File: src/source/warp_pkg.sv
package warp_pkg;

    localparam int num_warps    = 4;
    localparam int num_threads  = 4;
    localparam int num_barriers = 2;
    localparam int nw_bits      = 2;
    localparam int nb_bits      = 1;
    localparam int pc_bits      = 32;

    localparam logic [pc_bits-1:0] startup_addr = 32'h80000000;

    // twice num_threads, enough for full nesting
    localparam int stack_depth = 8;
    localparam int stack_bits  = 3;

    // one stack entry is {pc, tmask}
    localparam int entry_bits = pc_bits + num_threads;

    typedef enum logic [2:0] {
        ctl_resume  = 3'd0,
        ctl_tmc     = 3'd1,
        ctl_wspawn  = 3'd2,
        ctl_split   = 3'd3,
        ctl_join    = 3'd4,
        ctl_barrier = 3'd5
    } ctl_op_e;

endpackage

File: src/source/warp_ctl_decode.sv
module warp_ctl_decode (
    input  logic                              clk,
    input  logic                              reset,
    input  logic                              ctl_valid,
    input  warp_pkg::ctl_op_e                 ctl_op,
    input  logic [warp_pkg::nw_bits-1:0]      ctl_wid,
    input  logic [warp_pkg::num_threads-1:0]  ctl_tmask,
    input  logic [warp_pkg::num_threads-1:0]  ctl_else_tmask,
    input  logic [warp_pkg::pc_bits-1:0]      ctl_pc,
    input  logic [warp_pkg::num_threads-1:0]  cur_tmask,
    output logic [warp_pkg::num_warps-1:0]    push,
    output logic [warp_pkg::num_warps-1:0]    pop,
    output logic                              pair,
    output logic [warp_pkg::entry_bits-1:0]   q_end,
    output logic [warp_pkg::entry_bits-1:0]   q_else,
    output logic                              tmc_en,
    output logic                              wspawn_en,
    output logic                              split_en,
    output logic                              join_en,
    output logic                              barrier_en,
    output logic                              release_en,
    output logic [warp_pkg::nw_bits-1:0]      dec_wid
);

    logic                           op_known;
    logic                           op_fault;
    logic                           cmd_ok;
    logic [warp_pkg::num_warps-1:0] wid_onehot;

    assign op_known = ctl_op inside {warp_pkg::ctl_resume, warp_pkg::ctl_tmc,
                                     warp_pkg::ctl_wspawn, warp_pkg::ctl_split,
                                     warp_pkg::ctl_join, warp_pkg::ctl_barrier};

    // unknown opcode is a no-op; later commands are dropped until a resume
    always_ff @(posedge clk) begin
        if (reset) begin
            op_fault <= 1'b0;
        end else if (ctl_valid) begin
            if (!op_known) begin
                op_fault <= 1'b1;
            end else if (ctl_op == warp_pkg::ctl_resume) begin
                op_fault <= 1'b0;
            end
        end
    end

    assign cmd_ok = ctl_valid && op_known && !op_fault;

    assign tmc_en     = cmd_ok && (ctl_op == warp_pkg::ctl_tmc);
    assign wspawn_en  = cmd_ok && (ctl_op == warp_pkg::ctl_wspawn);
    assign split_en   = cmd_ok && (ctl_op == warp_pkg::ctl_split);
    assign join_en    = cmd_ok && (ctl_op == warp_pkg::ctl_join);
    assign barrier_en = cmd_ok && (ctl_op == warp_pkg::ctl_barrier);

    // any command un-stalls the warp it names
    assign release_en = ctl_valid;
    assign dec_wid    = ctl_wid;

    always_comb begin
        wid_onehot          = '0;
        wid_onehot[ctl_wid] = 1'b1;
    end

    assign push = split_en ? wid_onehot : '0;
    assign pop  = join_en ? wid_onehot : '0;

    // diverged only when both sides have threads
    assign pair   = (ctl_tmask != '0) && (ctl_else_tmask != '0);
    assign q_end  = {{warp_pkg::pc_bits{1'b0}}, cur_tmask};
    assign q_else = {ctl_pc, ctl_else_tmask};

endmodule

File: src/source/ipdom_stack.sv
module ipdom_stack (
    input  logic                             clk,
    input  logic                             reset,
    input  logic                             push,
    input  logic                             pop,
    input  logic                             pair,
    input  logic [warp_pkg::entry_bits-1:0]  q1,
    input  logic [warp_pkg::entry_bits-1:0]  q2,
    output logic [warp_pkg::entry_bits-1:0]  d,
    output logic                             index,
    output logic                             empty
);

    logic [warp_pkg::entry_bits-1:0] entries [warp_pkg::stack_depth];
    logic                            is_else [warp_pkg::stack_depth];

    // fill level, one bit wider than an address
    logic [warp_pkg::stack_bits:0]   count;
    logic [warp_pkg::stack_bits-1:0] wr_addr;
    logic [warp_pkg::stack_bits-1:0] top_addr;

    assign wr_addr  = count[warp_pkg::stack_bits-1:0];
    assign top_addr = wr_addr - 1'b1;

    always_ff @(posedge clk) begin
        if (reset) begin
            count <= '0;
        end else if (push) begin
            count <= count + (pair ? 2'd2 : 2'd1);
        end else if (pop) begin
            count <= count - 1'b1;
        end
    end

    // end entry goes below the else entry
    always_ff @(posedge clk) begin
        if (push) begin
            entries[wr_addr] <= q1;
            is_else[wr_addr] <= 1'b0;
            if (pair) begin
                entries[wr_addr + 1'b1] <= q2;
                is_else[wr_addr + 1'b1] <= 1'b1;
            end
        end
    end

    assign d     = entries[top_addr];
    assign index = is_else[top_addr];
    assign empty = (count == '0);

endmodule

File: src/source/warp_sched.sv
module warp_sched (
    input  logic                                                  clk,
    input  logic                                                  reset,
    input  logic                                                  tmc_en,
    input  logic                                                  wspawn_en,
    input  logic                                                  split_en,
    input  logic                                                  join_en,
    input  logic                                                  barrier_en,
    input  logic                                                  release_en,
    input  logic [warp_pkg::nw_bits-1:0]                          dec_wid,
    input  logic [warp_pkg::num_threads-1:0]                      ctl_tmask,
    input  logic [warp_pkg::pc_bits-1:0]                          ctl_pc,
    input  logic [warp_pkg::num_warps-1:0]                        ctl_wmask,
    input  logic [warp_pkg::nb_bits-1:0]                          ctl_bar_id,
    input  logic [warp_pkg::nw_bits-1:0]                          ctl_bar_size_m1,
    input  logic [warp_pkg::num_warps-1:0][warp_pkg::entry_bits-1:0] stack_top,
    input  logic [warp_pkg::num_warps-1:0]                        stack_index,
    input  logic                                                  branch_valid,
    input  logic [warp_pkg::nw_bits-1:0]                          branch_wid,
    input  logic                                                  branch_taken,
    input  logic [warp_pkg::pc_bits-1:0]                          branch_dest,
    input  logic                                                  fetch_ready,
    output logic                                                  fetch_valid,
    output logic [warp_pkg::nw_bits-1:0]                          fetch_wid,
    output logic [warp_pkg::num_threads-1:0]                      fetch_tmask,
    output logic [warp_pkg::pc_bits-1:0]                          fetch_pc,
    output logic [warp_pkg::num_threads-1:0]                      cur_tmask,
    output logic                                                  busy
);

    logic [warp_pkg::num_warps-1:0]                           active_warps;
    logic [warp_pkg::num_warps-1:0]                           stalled_warps;
    logic [warp_pkg::num_warps-1:0]                           use_wspawn;
    logic [warp_pkg::num_warps-1:0][warp_pkg::num_threads-1:0] thread_masks;
    logic [warp_pkg::num_warps-1:0][warp_pkg::pc_bits-1:0]     warp_pcs;
    logic [warp_pkg::num_barriers-1:0][warp_pkg::num_warps-1:0] barrier_masks;
    logic [warp_pkg::pc_bits-1:0]                             wspawn_pc;

    logic [warp_pkg::nw_bits:0]       bar_count;
    logic                             bar_reached;
    logic [warp_pkg::num_warps-1:0]   barrier_stalls;
    logic [warp_pkg::num_warps-1:0]   ready_warps;
    logic [warp_pkg::nw_bits-1:0]     sched_wid;
    logic                             sched_valid;
    logic [warp_pkg::num_threads-1:0] sched_tmask;
    logic [warp_pkg::pc_bits-1:0]     sched_pc;
    logic                             stall_out;
    logic                             warp_scheduled;
    logic                             fetch_fire;
    logic [warp_pkg::entry_bits-1:0]  join_entry;

    assign cur_tmask   = thread_masks[dec_wid];
    assign join_entry  = stack_top[dec_wid];
    assign fetch_fire  = fetch_valid && fetch_ready;

    // warps already waiting on the addressed barrier
    always_comb begin
        bar_count = '0;
        for (int i = 0; i < warp_pkg::num_warps; i++) begin
            bar_count = bar_count + {{warp_pkg::nw_bits{1'b0}}, barrier_masks[ctl_bar_id][i]};
        end
    end

    assign bar_reached = (bar_count == {1'b0, ctl_bar_size_m1});

    always_comb begin
        barrier_stalls = '0;
        for (int b = 0; b < warp_pkg::num_barriers; b++) begin
            barrier_stalls = barrier_stalls | barrier_masks[b];
        end
    end

    always_ff @(posedge clk) begin
        if (reset) begin
            active_warps    <= '0;
            active_warps[0] <= 1'b1;
            stalled_warps   <= '0;
            use_wspawn      <= '0;
            thread_masks    <= '0;
            thread_masks[0] <= {{(warp_pkg::num_threads-1){1'b0}}, 1'b1};
            warp_pcs        <= '0;
            warp_pcs[0]     <= warp_pkg::startup_addr;
            barrier_masks   <= '0;
        end else begin
            if (wspawn_en) begin
                active_warps  <= ctl_wmask;
                use_wspawn    <= ctl_wmask & ~{{(warp_pkg::num_warps-1){1'b0}}, 1'b1};
                stalled_warps <= stalled_warps & ~ctl_wmask;
            end
            if (tmc_en) begin
                thread_masks[dec_wid] <= ctl_tmask;
                active_warps[dec_wid] <= (ctl_tmask != '0);
            end
            if (split_en && ctl_tmask != '0) begin
                thread_masks[dec_wid] <= ctl_tmask;
            end
            if (barrier_en) begin
                if (bar_reached) begin
                    barrier_masks[ctl_bar_id] <= '0;
                end else begin
                    barrier_masks[ctl_bar_id][dec_wid] <= 1'b1;
                end
            end
            if (release_en) begin
                stalled_warps[dec_wid] <= 1'b0;
            end
            if (branch_valid) begin
                stalled_warps[branch_wid] <= 1'b0;
            end

            // held until the next command or branch for this warp
            if (warp_scheduled) begin
                stalled_warps[sched_wid] <= 1'b1;
                use_wspawn[sched_wid]    <= 1'b0;
                if (use_wspawn[sched_wid]) begin
                    thread_masks[sched_wid] <= {{(warp_pkg::num_threads-1){1'b0}}, 1'b1};
                end
            end

            if (fetch_fire) begin
                warp_pcs[fetch_wid] <= fetch_pc + 32'd4;
            end
            if (branch_valid && branch_taken) begin
                warp_pcs[branch_wid] <= branch_dest;
            end

            // else entry restores pc and mask, end entry the mask only
            if (join_en) begin
                thread_masks[dec_wid] <= join_entry[warp_pkg::num_threads-1:0];
                if (stack_index[dec_wid]) begin
                    warp_pcs[dec_wid] <= join_entry[warp_pkg::entry_bits-1:warp_pkg::num_threads];
                end
            end
        end
    end

    always_ff @(posedge clk) begin
        if (wspawn_en) begin
            wspawn_pc <= ctl_pc;
        end
    end

    assign ready_warps = active_warps & ~(stalled_warps | barrier_stalls);
    assign sched_valid = (ready_warps != '0);

    // lowest id wins
    always_comb begin
        sched_wid = '0;
        for (int i = warp_pkg::num_warps - 1; i >= 0; i--) begin
            if (ready_warps[i]) begin
                sched_wid = i[warp_pkg::nw_bits-1:0];
            end
        end
    end

    assign sched_tmask = use_wspawn[sched_wid] ? {{(warp_pkg::num_threads-1){1'b0}}, 1'b1}
                                               : thread_masks[sched_wid];
    assign sched_pc    = use_wspawn[sched_wid] ? wspawn_pc : warp_pcs[sched_wid];

    assign stall_out      = fetch_valid && !fetch_ready;
    assign warp_scheduled = sched_valid && !stall_out;

    // fetch request register
    always_ff @(posedge clk) begin
        if (reset) begin
            fetch_valid <= 1'b0;
        end else if (!stall_out) begin
            fetch_valid <= sched_valid;
        end
    end

    always_ff @(posedge clk) begin
        if (!stall_out) begin
            fetch_wid   <= sched_wid;
            fetch_tmask <= sched_tmask;
            fetch_pc    <= sched_pc;
        end
    end

    assign busy = (active_warps != '0);

endmodule

File: src/source/warp_sched_top.sv
module warp_sched_top (
    input  logic                              clk,
    input  logic                              reset,
    input  logic                              ctl_valid,
    input  warp_pkg::ctl_op_e                 ctl_op,
    input  logic [warp_pkg::nw_bits-1:0]      ctl_wid,
    input  logic [warp_pkg::num_threads-1:0]  ctl_tmask,
    input  logic [warp_pkg::num_threads-1:0]  ctl_else_tmask,
    input  logic [warp_pkg::pc_bits-1:0]      ctl_pc,
    input  logic [warp_pkg::num_warps-1:0]    ctl_wmask,
    input  logic [warp_pkg::nb_bits-1:0]      ctl_bar_id,
    input  logic [warp_pkg::nw_bits-1:0]      ctl_bar_size_m1,
    input  logic                              branch_valid,
    input  logic [warp_pkg::nw_bits-1:0]      branch_wid,
    input  logic                              branch_taken,
    input  logic [warp_pkg::pc_bits-1:0]      branch_dest,
    output logic                              fetch_valid,
    output logic [warp_pkg::nw_bits-1:0]      fetch_wid,
    output logic [warp_pkg::num_threads-1:0]  fetch_tmask,
    output logic [warp_pkg::pc_bits-1:0]      fetch_pc,
    input  logic                              fetch_ready,
    output logic                              busy
);

    logic [warp_pkg::num_warps-1:0]                           push;
    logic [warp_pkg::num_warps-1:0]                           pop;
    logic                                                     pair;
    logic [warp_pkg::entry_bits-1:0]                          q_end;
    logic [warp_pkg::entry_bits-1:0]                          q_else;
    logic                                                     tmc_en;
    logic                                                     wspawn_en;
    logic                                                     split_en;
    logic                                                     join_en;
    logic                                                     barrier_en;
    logic                                                     release_en;
    logic [warp_pkg::nw_bits-1:0]                             dec_wid;
    logic [warp_pkg::num_threads-1:0]                         cur_tmask;
    logic [warp_pkg::num_warps-1:0][warp_pkg::entry_bits-1:0] stack_top;
    logic [warp_pkg::num_warps-1:0]                           stack_index;

    warp_ctl_decode u_decode (
        .clk            (clk),
        .reset          (reset),
        .ctl_valid      (ctl_valid),
        .ctl_op         (ctl_op),
        .ctl_wid        (ctl_wid),
        .ctl_tmask      (ctl_tmask),
        .ctl_else_tmask (ctl_else_tmask),
        .ctl_pc         (ctl_pc),
        .cur_tmask      (cur_tmask),
        .push           (push),
        .pop            (pop),
        .pair           (pair),
        .q_end          (q_end),
        .q_else         (q_else),
        .tmc_en         (tmc_en),
        .wspawn_en      (wspawn_en),
        .split_en       (split_en),
        .join_en        (join_en),
        .barrier_en     (barrier_en),
        .release_en     (release_en),
        .dec_wid        (dec_wid)
    );

    // one divergence stack per warp
    for (genvar i = 0; i < warp_pkg::num_warps; i++) begin : g_stack
        ipdom_stack u_stack (
            .clk   (clk),
            .reset (reset),
            .push  (push[i]),
            .pop   (pop[i]),
            .pair  (pair),
            .q1    (q_end),
            .q2    (q_else),
            .d     (stack_top[i]),
            .index (stack_index[i]),
            .empty ()
        );
    end

    warp_sched u_sched (
        .clk             (clk),
        .reset           (reset),
        .tmc_en          (tmc_en),
        .wspawn_en       (wspawn_en),
        .split_en        (split_en),
        .join_en         (join_en),
        .barrier_en      (barrier_en),
        .release_en      (release_en),
        .dec_wid         (dec_wid),
        .ctl_tmask       (ctl_tmask),
        .ctl_pc          (ctl_pc),
        .ctl_wmask       (ctl_wmask),
        .ctl_bar_id      (ctl_bar_id),
        .ctl_bar_size_m1 (ctl_bar_size_m1),
        .stack_top       (stack_top),
        .stack_index     (stack_index),
        .branch_valid    (branch_valid),
        .branch_wid      (branch_wid),
        .branch_taken    (branch_taken),
        .branch_dest     (branch_dest),
        .fetch_ready     (fetch_ready),
        .fetch_valid     (fetch_valid),
        .fetch_wid       (fetch_wid),
        .fetch_tmask     (fetch_tmask),
        .fetch_pc        (fetch_pc),
        .cur_tmask       (cur_tmask),
        .busy            (busy)
    );

endmodule

File: config.mk
export PLATFORM = sky130hd
export DESIGN_NAME = warp_sched_top
export DESIGN_NICKNAME = d
export VERILOG_FILES = /design/src/source/warp_pkg.sv /design/src/source/warp_ctl_decode.sv /design/src/source/ipdom_stack.sv /design/src/source/warp_sched.sv /design/src/source/warp_sched_top.sv
export SDC_FILE = /design/constraint.sdc
export NUM_CORES = 2
export LEC_CHECK = 0
export BUFFER_PORTS_ARGS = -buffer_cell sky130_fd_sc_hd__buf_2
export CAP_MARGIN = 40
export CELL_PAD_IN_SITES_DETAIL_PLACEMENT = 2
export CELL_PAD_IN_SITES_GLOBAL_PLACEMENT = 2
export CORE_MARGIN = 2
export CORE_UTILIZATION = 49
export CTS_CLUSTER_DIAMETER = 200
export CTS_CLUSTER_SIZE = 25
export DETAILED_ROUTE_END_ITERATION = 8
export HOLD_SLACK_MARGIN = 0.08
export PLACE_DENSITY_LB_ADDON = 0.1
export SLEW_MARGIN = 20
export SYNTH_ARGS = -nofsm -noshare
export SYNTH_HDL_FRONTEND = slang
export SYNTH_SLANG_ARGS = --single-unit
File: constraint.sdc
create_clock -name clk -period 11.7 [get_ports clk]
set_input_delay 1.17 -clock clk [delete_from_list [all_inputs] [get_ports clk]]
set_output_delay 1.17 -clock clk [all_outputs]
set_load 0.1 [all_outputs]
==> flow_summary_export.csv <==
group,metric,value,unit
run_status,status,"finished, final reports clean",
route,drc_errors,0,
logic_synthesis,synth_top_area_cell,"edfxtp_1",
final_layout,seqCellArea,40900,sq um
critical_path,timing.rr.end,"u_sched.warp_pcs[36]",
final_layout,areaGrowthSynthToFinish,8.13,%
global_routing,antenna_found_initial,27,
sta,rsz0062_at_grt,"false",
power_and_ir_drop,p_switching,0.00241,W
clock_tree,clockRootBuffer,"clkbuf_16",
placement,portBuffers,131,
sta,hold_viol_final,0,
clock_tree,cts_setup_buffers,0,
die,die-width,374,microns
die,ios,132,
die,core.rowCount,135,
route,drtIter0Drc,6204,
clock_tree,htreeDepth,3,
route,vias,46800,
power_and_ir_drop,fin_total_pwr,0.00929,W
sta,worstMarginPinSlew,1.02,ns
logic_synthesis,synth_edf_count,1222,
clock_tree,clock_latency,0.73,ns
clock_tree,cts_resized,0,
sta,period_share,44.3,%
logic_synthesis,synth_area,67100,sq um
global_routing,grt_pass1_wl,379,mm
sta,fmax,0.193,GHz
final_layout,final_nets,5038,
critical_path,required,12.30,ns
clock_tree,clkSlewWorstSetupHoldPaths,0.11,ns
power_and_ir_drop,power_frac_seq,60.4,%
route,first_pass_iters,6,
logic_synthesis,synth_warnings,0,
clock_tree,cts_sinks,1432,
logic_synthesis,synth_top_area_share,54.7,%
critical_path,endpoint_kind,"register",
logic_synthesis,yosys-top-cells-count,"edfxtp_1 (1222), and2_1 (1039), clkbuf_1 (415)",
final_layout,multiInputGateArea,24900,sq um
logic_synthesis,synth_area_per_cell,13.3,sq um
power_and_ir_drop,leakagePower,24.7,nW
global_routing,grtUsageTotal,38.1,%
final_layout,final_layout_size_suffix_gt1_share,17.3,%
logic_synthesis,synthArstFlopShare,0,%
critical_path,r2r_slack,6.51,ns
critical_path,r2r_start,"g_stack[3].u_stack.count[1]",
power_and_ir_drop,ir_drop,0.0944,mV
critical_path,cp_max_fo,42,
job,drv_cap,0,
critical_path,cp.arrival,5.79,ns
sta,fin_worst_skew,0.0427,ns
power_and_ir_drop,clock_power_share,30.5,%
clock_tree,cts_inserted_buffers,67,
logic_synthesis,synth_most_common_cell,"edfxtp_1",
route,via_per_inst,6.93,
critical_path,start_kind,"register",
sta,fin_crit,5.19,ns
logic_synthesis,ys_seq_area_share,61.0,%
route,routed_wl,269,mm
power_and_ir_drop,swShare,26.0,%
logic_synthesis,synth_seq_cells,1432,
global_routing,grt_max_degree,64,
sta,whs,0.464,ns
critical_path,r2r_cells,9,
route,drtAntennaViolNets,0,
global_routing,grt_remaining_overflow,0,
power_and_ir_drop,p_int,0.00688,W
worst_hold_path,min_to,"g_stack[3].u_stack.is_else[7]",
route,post_drt_wl_per_cell,39.8,microns
clock_tree,hold_buffers,0,
sta,setup_viol,0,
die,initial_utilization,49.5,%
logic_synthesis,yosys_most_used_dff,"edfxtp_1",
sta,slew_headroom,31.7,%
clock_tree,clk_path_buf_depth,3,
final_layout,fill_cells,12500,
sta,slew_violations,0,
logic_synthesis,syn_nets,5152,
die,die_area,140000,sq um
power_and_ir_drop,p_comb_share,9.1,%
logic_synthesis,postSynthCellCount,5040,
power_and_ir_drop,p_per_area,128,nW/um^2
worst_hold_path,hold_depth,1,
clock_tree,cts_tree,"done",
placement,gp_congestion,0.846,
sta,setup_tns,0,ns
placement,hpwl,169,mm
worst_hold_path,holdCritStartpoint,"g_stack[3].u_stack.is_else[7]",
die,die_y,374,microns
logic_synthesis,ys_top_cells_by_area,"edfxtp_1 (55%), mux4_2 (9.9%), and2_1 (9.7%), dfxtp_1 (6.3%), clkbuf_1 (2.3%)",
logic_synthesis,ys_types,77,
die,core,136000,sq um
critical_path,critPathKind,"reg2reg",
worst_hold_path,min_path_type,"reg2reg",
global_routing,grt_pass1_vias,49500,
-- per-layer routing --
metal | track usage, % | share of wire [%] | vias up | routed length (microns)
li1 | - | - | 18500 | -
met1 | 48.1 | 37 | 25100 | 100000
met2 | 63.9 | 49 | 2582 | 132000
met3 | 7.32 | 8.7 | 602 | 23400
met4 | 17.0 | 4.8 | 18 | 12800
met5 | 0 | 0.044 | - | 119
-- logic make-up after synthesis --
kind of cell / Yosys count / synth area share, %
buffers and inverters: 509 / 2.99
adder cells (fa/ha/maj): 20 / 0.429
multiplexers: 404 / 11.8
AND/OR/NAND/NOR: 1831 / 15.0
XOR/XNOR: 33 / 0.453
AO/OA/AOI/OAI: 811 / 8.34
flip-flops: 1432 / 61.0
-- sequential cells by signal, summed over array words and instances (netlist names) --
name and cells:
u_sched.fetch_pc 32, u_sched.thread_masks 16, u_sched.active_warps 4, u_sched.fetch_valid 1
g_stack.u_stack.count 12, u_decode.op_fault 1, g_stack.u_stack.is_else 32, u_sched.fetch_wid 2
u_sched.warp_pcs 128, u_sched.fetch_tmask 4, u_sched.use_wspawn 4, u_sched.barrier_masks 8
u_sched.wspawn_pc 32, u_sched.stalled_warps 4, g_stack.u_stack.entries 1152
-- critical path: stages (launching register included) --
cell	delay, ns
dfxtp_1	0.54
inv_1	0.22
ha_4	0.74
buf_4	0.75
mux4_2	0.36
nor3_1	0.11
or4_1	0.82
or3_2	0.80
buf_12	0.27
mux2_4	0.31
-- placed cells by master, fill, tap and decap left out, types with 18 or more instances in the layout --
master     count
nor3_2        22
a21o_1        55
a222oi_1      36
o21ai_0      194
a31oi_1       52
mux2_4        26
buf_2        132
o221a_2       21
mux2_2        18
a41o_1        18
clkbuf_16     70
nand2_1      332
a211oi_1      22
buf_4        130
xnor2_1       18
nand4_1       26
a21oi_1       79
clkbuf_1      26
nor2_4        25
mux4_2       296
nor3_1        48
nor2_1       164
a22oi_1      143
nand3_1       40
and2_1      1037
nand2b_1      25
o21ai_4       20
o22ai_1       25
inv_1         20
mux2i_1       60
dfxtp_1      206
edfxtp_1    1222
-- through the flow --
stage / area, sq um / util, % / setup WS (ns) / cells
floorplan: 67100 / - / 6.01 / 5040
global placement: 69700 / 51.4 / 5.89 / 6587
detailed placement: 70200 / 51.8 / 5.98 / 6617
CTS: 72100 / 53.2 / 6.57 / 6718
global route: 72500 / 53.5 / 6.31 / 6739
finish: 72600 / 53.5 / 6.51 / 6744
-- layout make-up --
type | instances | share of cell area, %
Inverter | 22 | 0.114
Sequential cell | 1432 | 56.4
Timing Repair Buffer | 304 | 3.46
Clock inverter | 5 | 0.107
Clock buffer | 96 | 2.55
Tap cell | 1781 | 3.07
Multi-Input combinational cell | 3099 | 34.3
Antenna cell | 5 | 0.0172
-- worst max path at each step --
stage / from / endpoint / cells after the start
after global routing: g_stack[3].u_stack.count[1] / u_sched.warp_pcs[83] / 10
after CTS: g_stack[2].u_stack.count[0] / u_sched.warp_pcs[34] / 9
after detailed placement: ctl_else_tmask[0] / g_stack[1].u_stack.entries[0][30] / 9
after floorplan: g_stack[0].u_stack.count[0] / g_stack[0].u_stack.entries[6][0] / 10
final: g_stack[3].u_stack.count[1] / u_sched.warp_pcs[36] / 9
after global placement: ctl_else_tmask[0] / g_stack[1].u_stack.entries[1][13] / 8
-- power by group through the flow --
stage,clock network [W],logic [W],registers (W)
floorplan,0,0.000347,0.00584
global placement,0,0.000769,0.00572
detailed placement,0,0.000812,0.00573
CTS,0.00285,0.000817,0.00561
global route,0.00297,0.000871,0.00562
finish,0.00283,0.000848,0.00561
No activity file was read; power rests on OpenSTA's default activity.
